### config.mk
export PLATFORM = sky130hd
export DESIGN_NAME = lsu
export DESIGN_NICKNAME = d
export VERILOG_FILES = /design/src/hw/mem_stage_pkg.sv /design/src/hw/lane_align.sv /design/src/hw/lsu.sv
export VERILOG_INCLUDE_DIRS = /design/src /design/src/include
export SDC_FILE = /design/constraint.sdc
export NUM_CORES = 1
export LEC_CHECK = 0
export BUFFER_PORTS_ARGS = -buffer_cell sky130_fd_sc_hd__buf_4
export CORE_AREA = 2 2 186 188
export CTS_CLUSTER_DIAMETER = 200
export CTS_CLUSTER_SIZE = 24
export DETAILED_ROUTE_END_ITERATION = 16
export DIE_AREA = 0 0 188 190
export PLACE_DENSITY = 0.59
export REMOVE_ABC_BUFFERS = 1
export SETUP_SLACK_MARGIN = 0.2
export SYNTH_ARGS = -nofsm -noshare
export SYNTH_HDL_FRONTEND = slang
export SYNTH_SLANG_ARGS = --single-unit
export TNS_END_PERCENT = 100
### constraint.sdc
create_clock -name clock -period 8.4 [get_ports clock]
set_clock_uncertainty 0.05 [all_clocks]
set_input_delay 1.26 -clock clock [delete_from_list [all_inputs] [get_ports clock]]
set_output_delay 1.26 -clock clock [all_outputs]
set_load 0.1 [all_outputs]
### src/include/mem_stage_settings.svh
`ifndef MEM_STAGE_SETTINGS_SVH
`define MEM_STAGE_SETTINGS_SVH

// Data memory size in 32-bit words.
`define MEM_WORDS 256

// Cycles from an accepted request to its response valid.
// Must be at least 1.
`define RESP_LATENCY 2

// Data path width.
`define XLEN 32

`endif

### src/hw/mem_stage_pkg.sv
`include "mem_stage_settings.svh"

package mem_stage_pkg;

    typedef enum logic [3:0] {
        MEM_NONE = 4'd0,
        MEM_LB   = 4'd1,
        MEM_LH   = 4'd2,
        MEM_LW   = 4'd3,
        MEM_LBU  = 4'd4,
        MEM_LHU  = 4'd5,
        MEM_SB   = 4'd6,
        MEM_SH   = 4'd7,
        MEM_SW   = 4'd8
    } mem_op_e;

    // Bit 1 flags an error response.
    typedef enum logic [1:0] {
        RESP_OKAY   = 2'b00,
        RESP_EXOKAY = 2'b01,
        RESP_SLVERR = 2'b10,
        RESP_DECERR = 2'b11
    } resp_e;

    typedef struct packed {
        logic [`XLEN-1:0] pc;
        logic [4:0]       rd;
        logic             gr_we;
        logic [`XLEN-1:0] result;     // Also the memory address.
        logic [`XLEN-1:0] store_data;
        mem_op_e          mem_op;
        logic             csr_we;
        logic [11:0]      csr_addr;
        logic [`XLEN-1:0] csr_wdata;
    } exu_lsu_t;

    typedef struct packed {
        logic                 valid;
        logic                 we;
        logic [`XLEN-1:0]     addr;
        logic [`XLEN-1:0]     wdata;
        logic [`XLEN/8-1:0]   wstrb;
        logic                 load;
    } mem_req_t;

    typedef struct packed {
        logic [`XLEN-1:0] pc;
        logic             csr_we;
        logic [`XLEN-1:0] final_result;
        logic             gr_we;
        logic [4:0]       rd;
        logic [11:0]      csr_addr;
        logic [`XLEN-1:0] csr_wdata;
    } lsu_wbu_t;

    typedef struct packed {
        logic             gpr_valid;
        logic             csr_valid;
        logic             stall;
        logic [4:0]       rd;
        logic [11:0]      csr_addr;
        logic [`XLEN-1:0] final_result;
        logic [`XLEN-1:0] csr_wdata;
    } lsu_fwd_t;

    // Upstream bits 6, 5 and 4:0 with the two access faults in between.
    typedef struct packed {
        logic       excp_hi;
        logic       store_fault;
        logic       excp_mid;
        logic       load_fault;
        logic [4:0] excp_lo;
    } lsu_excp_t;

endpackage

### src/hw/lane_align.sv
`timescale 1ns/1ns
`include "mem_stage_settings.svh"

module lane_align (
    input  mem_stage_pkg::mem_op_e mem_op_i,
    input  logic [1:0]             addr_lo_i,
    input  logic [`XLEN-1:0]       rdata_i,
    input  logic [`XLEN-1:0]       store_data_i,
    output logic [`XLEN-1:0]       load_data_o,
    output logic [`XLEN-1:0]       wdata_o,
    output logic [`XLEN/8-1:0]     wstrb_o
);

    logic [7:0]  byte_sel;
    logic [15:0] half_sel;

    assign byte_sel = rdata_i[{addr_lo_i, 3'b000} +: 8]; // Byte at the offset.
    assign half_sel = addr_lo_i[1] ? rdata_i[31:16] : rdata_i[15:0];

    always_comb begin
        case (mem_op_i)
            mem_stage_pkg::MEM_LB:  load_data_o = {{24{byte_sel[7]}}, byte_sel};
            mem_stage_pkg::MEM_LBU: load_data_o = {24'b0, byte_sel};
            mem_stage_pkg::MEM_LH:  load_data_o = {{16{half_sel[15]}}, half_sel};
            mem_stage_pkg::MEM_LHU: load_data_o = {16'b0, half_sel};
            mem_stage_pkg::MEM_LW:  load_data_o = rdata_i;
            default:                load_data_o = '0;
        endcase
    end

    always_comb begin
        case (mem_op_i)
            mem_stage_pkg::MEM_SB: begin
                wdata_o = {4{store_data_i[7:0]}};
                wstrb_o = 4'b0001 << addr_lo_i;
            end
            mem_stage_pkg::MEM_SH: begin
                wdata_o = {2{store_data_i[15:0]}};
                wstrb_o = addr_lo_i[1] ? 4'b1100 : 4'b0011;
            end
            mem_stage_pkg::MEM_SW: begin
                wdata_o = store_data_i;
                wstrb_o = 4'b1111;
            end
            default: begin
                wdata_o = store_data_i;
                wstrb_o = 4'b0000; // No lanes for loads.
            end
        endcase
    end

endmodule

### src/hw/lsu.sv
`timescale 1ns/1ns
`include "mem_stage_settings.svh"

module lsu (
    input  logic                       clock,
    input  logic                       rst_n_i,
    input  logic                       excp_flush_i,
    input  logic                       mret_flush_i,
    input  logic                       exu_valid_i,
    input  mem_stage_pkg::exu_lsu_t    exu_lsu_i,
    input  logic [6:0]                 exu_excp_i,
    output logic                       lsu_ready_o,
    output mem_stage_pkg::mem_req_t    mem_req_o,
    input  logic [`XLEN-1:0]           rdata_i,
    input  mem_stage_pkg::resp_e       rresp_i,
    input  logic                       rvalid_i,
    output logic                       rready_o,
    input  mem_stage_pkg::resp_e       bresp_i,
    input  logic                       bvalid_i,
    output logic                       bready_o,
    input  logic                       wbu_ready_i,
    output logic                       valid_o,
    output mem_stage_pkg::lsu_wbu_t    lsu_wbu_o,
    output mem_stage_pkg::lsu_excp_t   lsu_excp_o,
    output mem_stage_pkg::lsu_fwd_t    lsu_fwd_o
);

    mem_stage_pkg::exu_lsu_t stage_q;
    logic [6:0]              excp_q;
    logic                    valid_q;
    logic                    owed_q;   // Request issued, response not yet taken.
    logic                    flush;
    logic                    accept;
    logic                    retire;
    logic                    resp_fire;
    logic                    in_is_load;
    logic                    in_is_store;
    logic                    stage_is_load;
    logic                    stage_is_store;
    logic [`XLEN-1:0]        load_data;
    logic [`XLEN-1:0]        st_wdata;
    logic [`XLEN/8-1:0]      st_wstrb;
    logic [`XLEN-1:0]        final_result;

    assign flush = excp_flush_i || mret_flush_i;
    assign in_is_load = exu_lsu_i.mem_op inside {mem_stage_pkg::MEM_LB, mem_stage_pkg::MEM_LH,
        mem_stage_pkg::MEM_LW, mem_stage_pkg::MEM_LBU, mem_stage_pkg::MEM_LHU};
    assign in_is_store = exu_lsu_i.mem_op inside {mem_stage_pkg::MEM_SB, mem_stage_pkg::MEM_SH,
        mem_stage_pkg::MEM_SW};
    assign stage_is_load = stage_q.mem_op inside {mem_stage_pkg::MEM_LB, mem_stage_pkg::MEM_LH,
        mem_stage_pkg::MEM_LW, mem_stage_pkg::MEM_LBU, mem_stage_pkg::MEM_LHU};
    assign stage_is_store = stage_q.mem_op inside {mem_stage_pkg::MEM_SB, mem_stage_pkg::MEM_SH,
        mem_stage_pkg::MEM_SW};

    lane_align u_store_lanes (
        .mem_op_i     (exu_lsu_i.mem_op),
        .addr_lo_i    (exu_lsu_i.result[1:0]),
        .rdata_i      ('0),
        .store_data_i (exu_lsu_i.store_data),
        .load_data_o  (),
        .wdata_o      (st_wdata),
        .wstrb_o      (st_wstrb)
    );

    lane_align u_load_lanes (
        .mem_op_i     (stage_q.mem_op),
        .addr_lo_i    (stage_q.result[1:0]),
        .rdata_i      (rdata_i),
        .store_data_i (stage_q.store_data),
        .load_data_o  (load_data),
        .wdata_o      (),
        .wstrb_o      ()
    );

    // A drain after flush keeps ready high until the owed response is gone.
    assign rready_o  = owed_q && stage_is_load && (!valid_q || wbu_ready_i);
    assign bready_o  = owed_q && stage_is_store && (!valid_q || wbu_ready_i);
    assign resp_fire = (rvalid_i && rready_o) || (bvalid_i && bready_o);

    assign valid_o = valid_q && !flush &&
        (!owed_q || (stage_is_load ? rvalid_i : bvalid_i));
    assign retire = valid_o && wbu_ready_i;
    assign lsu_ready_o = !flush && !(owed_q && !valid_q) && (!valid_q || retire);
    assign accept = exu_valid_i && lsu_ready_o;

    always_comb begin
        mem_req_o.valid = accept && (in_is_load || in_is_store);
        mem_req_o.we    = in_is_store;
        mem_req_o.addr  = exu_lsu_i.result;
        mem_req_o.wdata = st_wdata;
        mem_req_o.wstrb = st_wstrb;
        mem_req_o.load  = in_is_load;
    end

    always_ff @(posedge clock) begin
        if (accept) begin
            stage_q <= exu_lsu_i;
            excp_q  <= exu_excp_i;
        end
    end

    always_ff @(posedge clock or negedge rst_n_i) begin
        if (!rst_n_i) begin
            valid_q <= 1'b0;
            owed_q  <= 1'b0;
        end else begin
            if (flush) begin
                valid_q <= 1'b0;
            end else if (accept) begin
                valid_q <= 1'b1;
            end else if (retire) begin
                valid_q <= 1'b0;
            end
            if (mem_req_o.valid) begin
                owed_q <= 1'b1;
            end else if (resp_fire) begin
                owed_q <= 1'b0;
            end
        end
    end

    assign final_result = stage_is_load ? load_data : stage_q.result;

    assign lsu_excp_o.excp_hi     = excp_q[6];
    assign lsu_excp_o.store_fault = valid_q && stage_is_store && bvalid_i && bresp_i[1];
    assign lsu_excp_o.excp_mid    = excp_q[5];
    assign lsu_excp_o.load_fault  = valid_q && stage_is_load && rvalid_i && rresp_i[1];
    assign lsu_excp_o.excp_lo     = excp_q[4:0];

    assign lsu_wbu_o.pc           = stage_q.pc;
    assign lsu_wbu_o.csr_we       = stage_q.csr_we;
    assign lsu_wbu_o.final_result = final_result;
    assign lsu_wbu_o.gr_we        = stage_q.gr_we;
    assign lsu_wbu_o.rd           = stage_q.rd;
    assign lsu_wbu_o.csr_addr     = stage_q.csr_addr;
    assign lsu_wbu_o.csr_wdata    = stage_q.csr_wdata;

    assign lsu_fwd_o.gpr_valid    = valid_q && stage_q.gr_we && (stage_q.rd != 5'd0);
    assign lsu_fwd_o.csr_valid    = valid_q && stage_q.csr_we;
    assign lsu_fwd_o.stall        = valid_q && !valid_o; // Load data not back yet.
    assign lsu_fwd_o.rd           = stage_q.rd;
    assign lsu_fwd_o.csr_addr     = stage_q.csr_addr;
    assign lsu_fwd_o.final_result = final_result;
    assign lsu_fwd_o.csr_wdata    = stage_q.csr_wdata;

    // Ready only ever meets a response on the channel of the staged access.
    a_resp_channel: assert property (@(posedge clock) disable iff (!rst_n_i)
        !(rready_o && bvalid_i) && !(bready_o && rvalid_i));

    // Only one access outstanding on the memory side.
    a_no_req_while_owed: assert property (@(posedge clock) disable iff (!rst_n_i)
        mem_req_o.valid |-> (!owed_q || resp_fire));

endmodule

==> results of run 1 <==
## worst paths after layout
| kind | start | cells past startpoint | to | slack (ps) |
|---|---|---|---|---|
| min reg2reg | owed_q | 1 | valid_q | 480 |
| max | stage_q[82] | 5 | lsu_fwd_o[63] | 3430 |
| max in group asynchronous | rst_n_i | 1 | owed_q | 7670 |
| min | owed_q | 1 | valid_q | 480 |
| max reg2reg | stage_q[47] | 5 | lsu_fwd_o[25] | 4650 |
| min in group asynchronous | rst_n_i | 1 | valid_q | 550 |
## critical path: stages (launching register included)
cell and delay [ps]:
edfxtp_1 980, mux4_2 620, nand2_1 80, o211a_1 860
o21ai_0 350, buf_4 330
## power by group through the flow
stage / clock network [W] / logic (W) / registers, W
floorplan: 0 / 0.000378 / 0.000968
global placement: 0 / 0.000888 / 0.000776
detailed placement: 0 / 0.000891 / 0.000776
CTS: 0.000791 / 0.000891 / 0.000763
global route: 0.000812 / 0.000911 / 0.000766
finish: 0.000763 / 0.000886 / 0.000764
## registers in the layout, indices dropped and copies added (netlist names)
signal,count
lsu_fwd_o,49
stage_q,36
lsu_wbu_o,34
excp_q,7
owed_q,1
valid_q,1
## metal layers
metal / global-route usage (%) / routed length (µm) / part of all wire [%]
met1: 18.8 / 11400 / 43
met5: 0 / 0 / 0
met2: 22.1 / 12900 / 49
met4: 4.82 / 415 / 1.6
met3: 3.76 / 1600 / 6.1
## cell usage after synthesis, types with 3 or more instances
library cell,number
nand2b_1,3
inv_1,7
mux2_2,23
nand2_1,19
or3_1,6
buf_2,10
nand3_1,4
clkbuf_1,3
mux2i_1,16
a21oi_1,11
a221o_1,3
a22oi_1,24
buf_4,209
buf_6,4
a31oi_1,8
and2_1,3
o21ai_2,9
o21ai_0,16
edfxtp_1,126
nor2_1,37
a32oi_1,5
## cells by family (layout without fill, tap and decap cells)
group                     after synthesis  in the layout  share of synthesized area, %
muxes                                  40             40                          6.09
xor gates and xnor gates                2              2                         0.345
AOI/OAI and AO/OA                      99             99                          10.4
DFF                                   128            128                          52.9
buffers and inverters                 235            524                          23.6
and+or+nand+nor                        90             90                          6.76
## through the flow
stage / setup slack (ps) / total power, W
finish: 3430 / 0.00241
global placement: 3590 / 0.00166
floorplan: 980 / 0.00135
global route: 3150 / 0.00249
CTS: 3340 / 0.00245
detailed placement: 3590 / 0.00167
## cell type report
type                            instances  share of cell area (%)
Clock buffer                           20                    4.21
Clock inverter                         10                    1.34
Inverter                                8                   0.290
Multi-Input combinational cell        231                    16.5
Sequential cell                       128                    37.0
Tap cell                              455                    5.49
Timing Repair Buffer                  486                    35.2
==> impl_metrics.yaml, run 1 <==
timing:
  max_slew_margin_pct: 29.1
  hold_viol: 0
  period_needed_ps: 4970
  whs_ps: 481
  finalSetupTns_ps: 0
  tightest_slew_ps: 1060
  final.period_utilization_pct: 59.1
  rsz0062_at_grt: "no"
  final-max-slew-violation-count: 0
  setup_viol: 0
  fmax_ghz: 0.201
clock_network:
  postCtsSetupRepairBufs: 0
  clock_path_buffers: 2
  clk-insertion-delay-late_ps: 430
  cts.htree.levels: 4
  clkSinkCount: 128
  clk_pin_slew_ps: 60
  cts_buffers: 17
  tritoncts: "yes"
  cts-resized-gates: 0
  cts_hold_buf: 0
  cts_root_buffer: "clkbuf_16"
pwr:
  intPower_w: 0.00139
  clock_power_share_pct: 31.6
  netSwitchingFraction_pct: 42.3
  leakagePower_nw: 4.41
  seqPwrFrac_pct: 31.6
  comb_power_share_pct: 36.7
  ir_drop_uv: 152
  power.switching_w: 0.00102
  p_per_area_mw_per_mm2: 233
worst_setup_path:
  path_class: "reg2out"
  cp_max_fo: 20
  cp.required_ps: 7090
  end_kind: "output pin"
  cp_data_arrival_time_ps: 3660
  start_kind: "flop"
placement:
  place_congestion: 0.774
  dpl_cell_area_mm2: 0.00979
  io_buffers: 482
  dp_hpwl_um: 20200
  dpl.cell_count: 1308
finish:
  nNetsFinal: 1074
  area_delta_synth_final_pct: 43.0
  diodes: 0
  mostFrequentLayoutCells: "buf_4 (486), edfxtp_1 (126), nor2_1 (37)"
  n_fill_cell: 3454
  final_core_util_pct: 30.5
  drive_above_1_share_pct: 64.1
  final_common_cell: "buf_4"
  area.sequential_mm2: 0.00383
  multi_input_comb_area_mm2: 0.00171
  final_cells: 1338
  stdcell_area_mm2: 0.0104
yosys:
  yosysSeqAreaShare_pct: 52.9
  syn_area_per_cell_um2: 12.2
  synth_async_sr_flop_share_pct: 1.56
  yosysTopAreaCellShare_pct: 52.2
  synth.area.top_cells: "edfxtp_1 (52%), buf_4 (22%), mux2_2 (3.6%)"
  yosysWarnings: 0
  synth_ff_type: "edfxtp_1"
  synth_area_leader_cell: "edfxtp_1"
  synth_edf_count: 126
  yosys.cell_types.count: 62
  synth-seq-cells: 128
  synthesis.area_mm2: 0.00725
  synth_cells: 594
floorplanning:
  die_area_mm2: 0.0357
  core_area_mm2: 0.0339
  fp-row-count: 68
  ios: 485
  start_util_pct: 21.4
  chipHeight_um: 190
  die_w_um: 188
drt:
  via_count: 5407
  wl_um: 26300
  via_per_inst: 4.04
  dr.pass1.iters: 5
  wl_per_cell_um: 19.7
  first_iter_violations: 314
  postRouteAntennaNets: 0
  drc: 0
global_routing:
  grt_remaining_overflow: 0
  grt_pass1_wl_um: 35800
  grt_max_degree: 77
  grt_pass1_vias: 5264
  antenna_found_initial: 0
  grt.total_usage_pct: 14.1
status:
  status: "complete, no violations"
job:
  drv_cap: 0
hold_path:
  worstHoldPathType: "reg2reg"
No activity file was read; power rests on OpenSTA's default activity.
==> run 2: changes to the inputs <==
- PLACE_DENSITY: 0.59 -> 0.61
- clock period: 8.4 -> 4.5 ns (I/O delays scaled with it)
==> run 2 against run 1 <==
  * Final area rose by 0.84%
  * Critical endpoint is now lsu_fwd_o[52]
  * Largest cell class unchanged
  * Combinational power rose by 88%
  * Sequential share of layout area fell by 0.31 points
  * Hold slack got worse by 110 ps
==> impl_metrics.yaml, run 2 (synthesis gave the netlist of run 1 again) <==
floorplanning:
  core_area_mm2: 0.0339
  ios: 485
  chipHeight_um: 190
  die_area_mm2: 0.0357
  fp-row-count: 68
  die_w_um: 188
  start_util_pct: 21.4
worst_setup_path:
  slowest_stage: "edfxtp_1"
  slowest_delay_ps: 660
  cp.required_ps: 3770
  start_kind: "flop"
  timing.rr.start: "stage_q[47]"
  crit_start: "stage_q[47]"
  cp_max_fo: 26
  path_class: "reg2out"
  cp_cell_sequence: "a21o_2 -> nor2_4 -> nor2_1 -> o21ai_0 -> buf_4"
  end_kind: "output pin"
  ff2ff_setup_slack_ps: 1870
  cp_data_arrival_time_ps: 3130
pwr:
  clock_power_share_pct: 31.2
  power.switching_w: 0.00192
  ir_drop_uv: 375
  p_per_area_mw_per_mm2: 429
  seqPwrFrac_pct: 31.6
  netSwitchingFraction_pct: 42.8
  intPower_w: 0.00257
  leakagePower_nw: 4.46
  comb_power_share_pct: 37.2
  p_total_w: 0.00449
placement:
  io_buffers: 482
  place_congestion: 0.820
  dp_slack_ps: 1090
  dpl_cell_area_mm2: 0.00986
  dp_hpwl_um: 20900
clock_network:
  postCtsSetupRepairBufs: 0
  tritoncts: "yes"
  cts_buffers: 17
  cts-resized-gates: 0
  clkSinkCount: 128
  clk_pin_slew_ps: 70
  cts.htree.levels: 4
  cts_root_buffer: "clkbuf_16"
  cts_hold_buf: 1
  clock_path_buffers: 2
  clk-insertion-delay-late_ps: 410
timing:
  finalSetupTns_ps: 0
  finalWorstSetupSlack_ps: 641
  fmax_ghz: 0.259
  max_slew_margin_pct: 49.9
  hold_viol: 0
  setup_viol: 0
  rsz0062_at_grt: "no"
  period_needed_ps: 3860
  final.period_utilization_pct: 85.8
  final-max-slew-violation-count: 0
  tightest_slew_ps: 744
drt:
  via_count: 5461
  via_per_inst: 4.05
  wl_um: 26200
  first_iter_violations: 323
  postRouteAntennaNets: 0
  wl_per_cell_um: 19.5
  drc: 0
  dr.pass1.iters: 5
status:
  status: "complete, no violations"
global_routing:
  grt.total_usage_pct: 13.9
  antenna_found_initial: 2
  grt_pass1_wl_um: 35700
  grt_remaining_overflow: 0
  grt_util_met3_pct: 6.05
  use_met1_pct: 16.9
  met2_usage_pct: 22.1
  busiest_layer: "met2"
  grt_max_degree: 73
  grt_pass1_vias: 5229
finish:
  n_fill_cell: 3463
  drive_above_1_share_pct: 64.5
  largest_reg_flops: 49
  nNetsFinal: 1081
  multi_input_comb_area_mm2: 0.00171
  area_delta_synth_final_pct: 44.2
  diodes: 0
  mostFrequentLayoutCells: "buf_4 (490), edfxtp_1 (126), nor2_1 (37)"
  area.sequential_mm2: 0.00383
  final_core_util_pct: 30.8
  stdcell_area_mm2: 0.0105
  final_common_cell: "buf_4"
job:
  drv_cap: 0
hold_path:
  holdCritStartpoint: "exu_lsu_i[150]"
  worstHoldPathType: "in2reg"
## run 2: changes by cell type in the layout (fill, tap and decap cells not counted), moves of 2 or more
cell        before  now
buf_4          486  490
clkinv_4         0    2
inv_6            1    5
clkinvlp_4       4    1
buf_12           0    2
clkbuf_1         3    1
## run 2: power groups by stage
stage,combinational (W),sequential [W],clock (W)
final,0.00167,0.00142,0.00140
after global routing,0.00172,0.00143,0.00150
after CTS,0.00168,0.00142,0.00145
after detailed placement,0.00168,0.00144,0
after global placement,0.00167,0.00144,0
after floorplan,0.000707,0.00181,0
## run 2: per-stage QoR
stage          instances  hold slack [ps]
6_report            1347              372
5_1_grt             1347              338
4_1_cts             1347              341
3_5_place_dp        1314              408
3_3_place_gp        1314              408
2_1_floorplan        367              329
## run 2: area by class of cell
cell class                 instances  share of cell area, %
sequential                       128                   36.7
tap                              455                   5.44
inverter                           8                  0.287
timing repair buffer             493                   35.7
clock inverter                    14                   1.47
multi-input combinational        231                   16.4
clock buffer                      18                   4.10
## run 2: final timing paths
check                            endpoint  cells after the start
hold reg to reg                   valid_q                      1
setup reg to reg            lsu_fwd_o[19]                      5
setup / recovery            lsu_fwd_o[52]                      5
min in group asynchronous          owed_q                      2
hold / removal             lsu_wbu_o[114]                      1
max in group asynchronous         valid_q                      2
## run 2: metal layers
| metal | vias up | routed length (µm) |
|---|---|---|
| met5 | - | 26 |
| met4 | 4 | 469 |
| met3 | 24 | 2690 |
| met2 | 329 | 12800 |
| met1 | 2594 | 10200 |
| li1 | 2510 | - |
## run 2: critical path: cells and delay by family, from the launching register on
kind,cells,cell delay (ps)
AOI/OAI and AO/OA,2,970
DFF,1,660
and+or+nand+nor,2,640
buffers and inverters,1,420
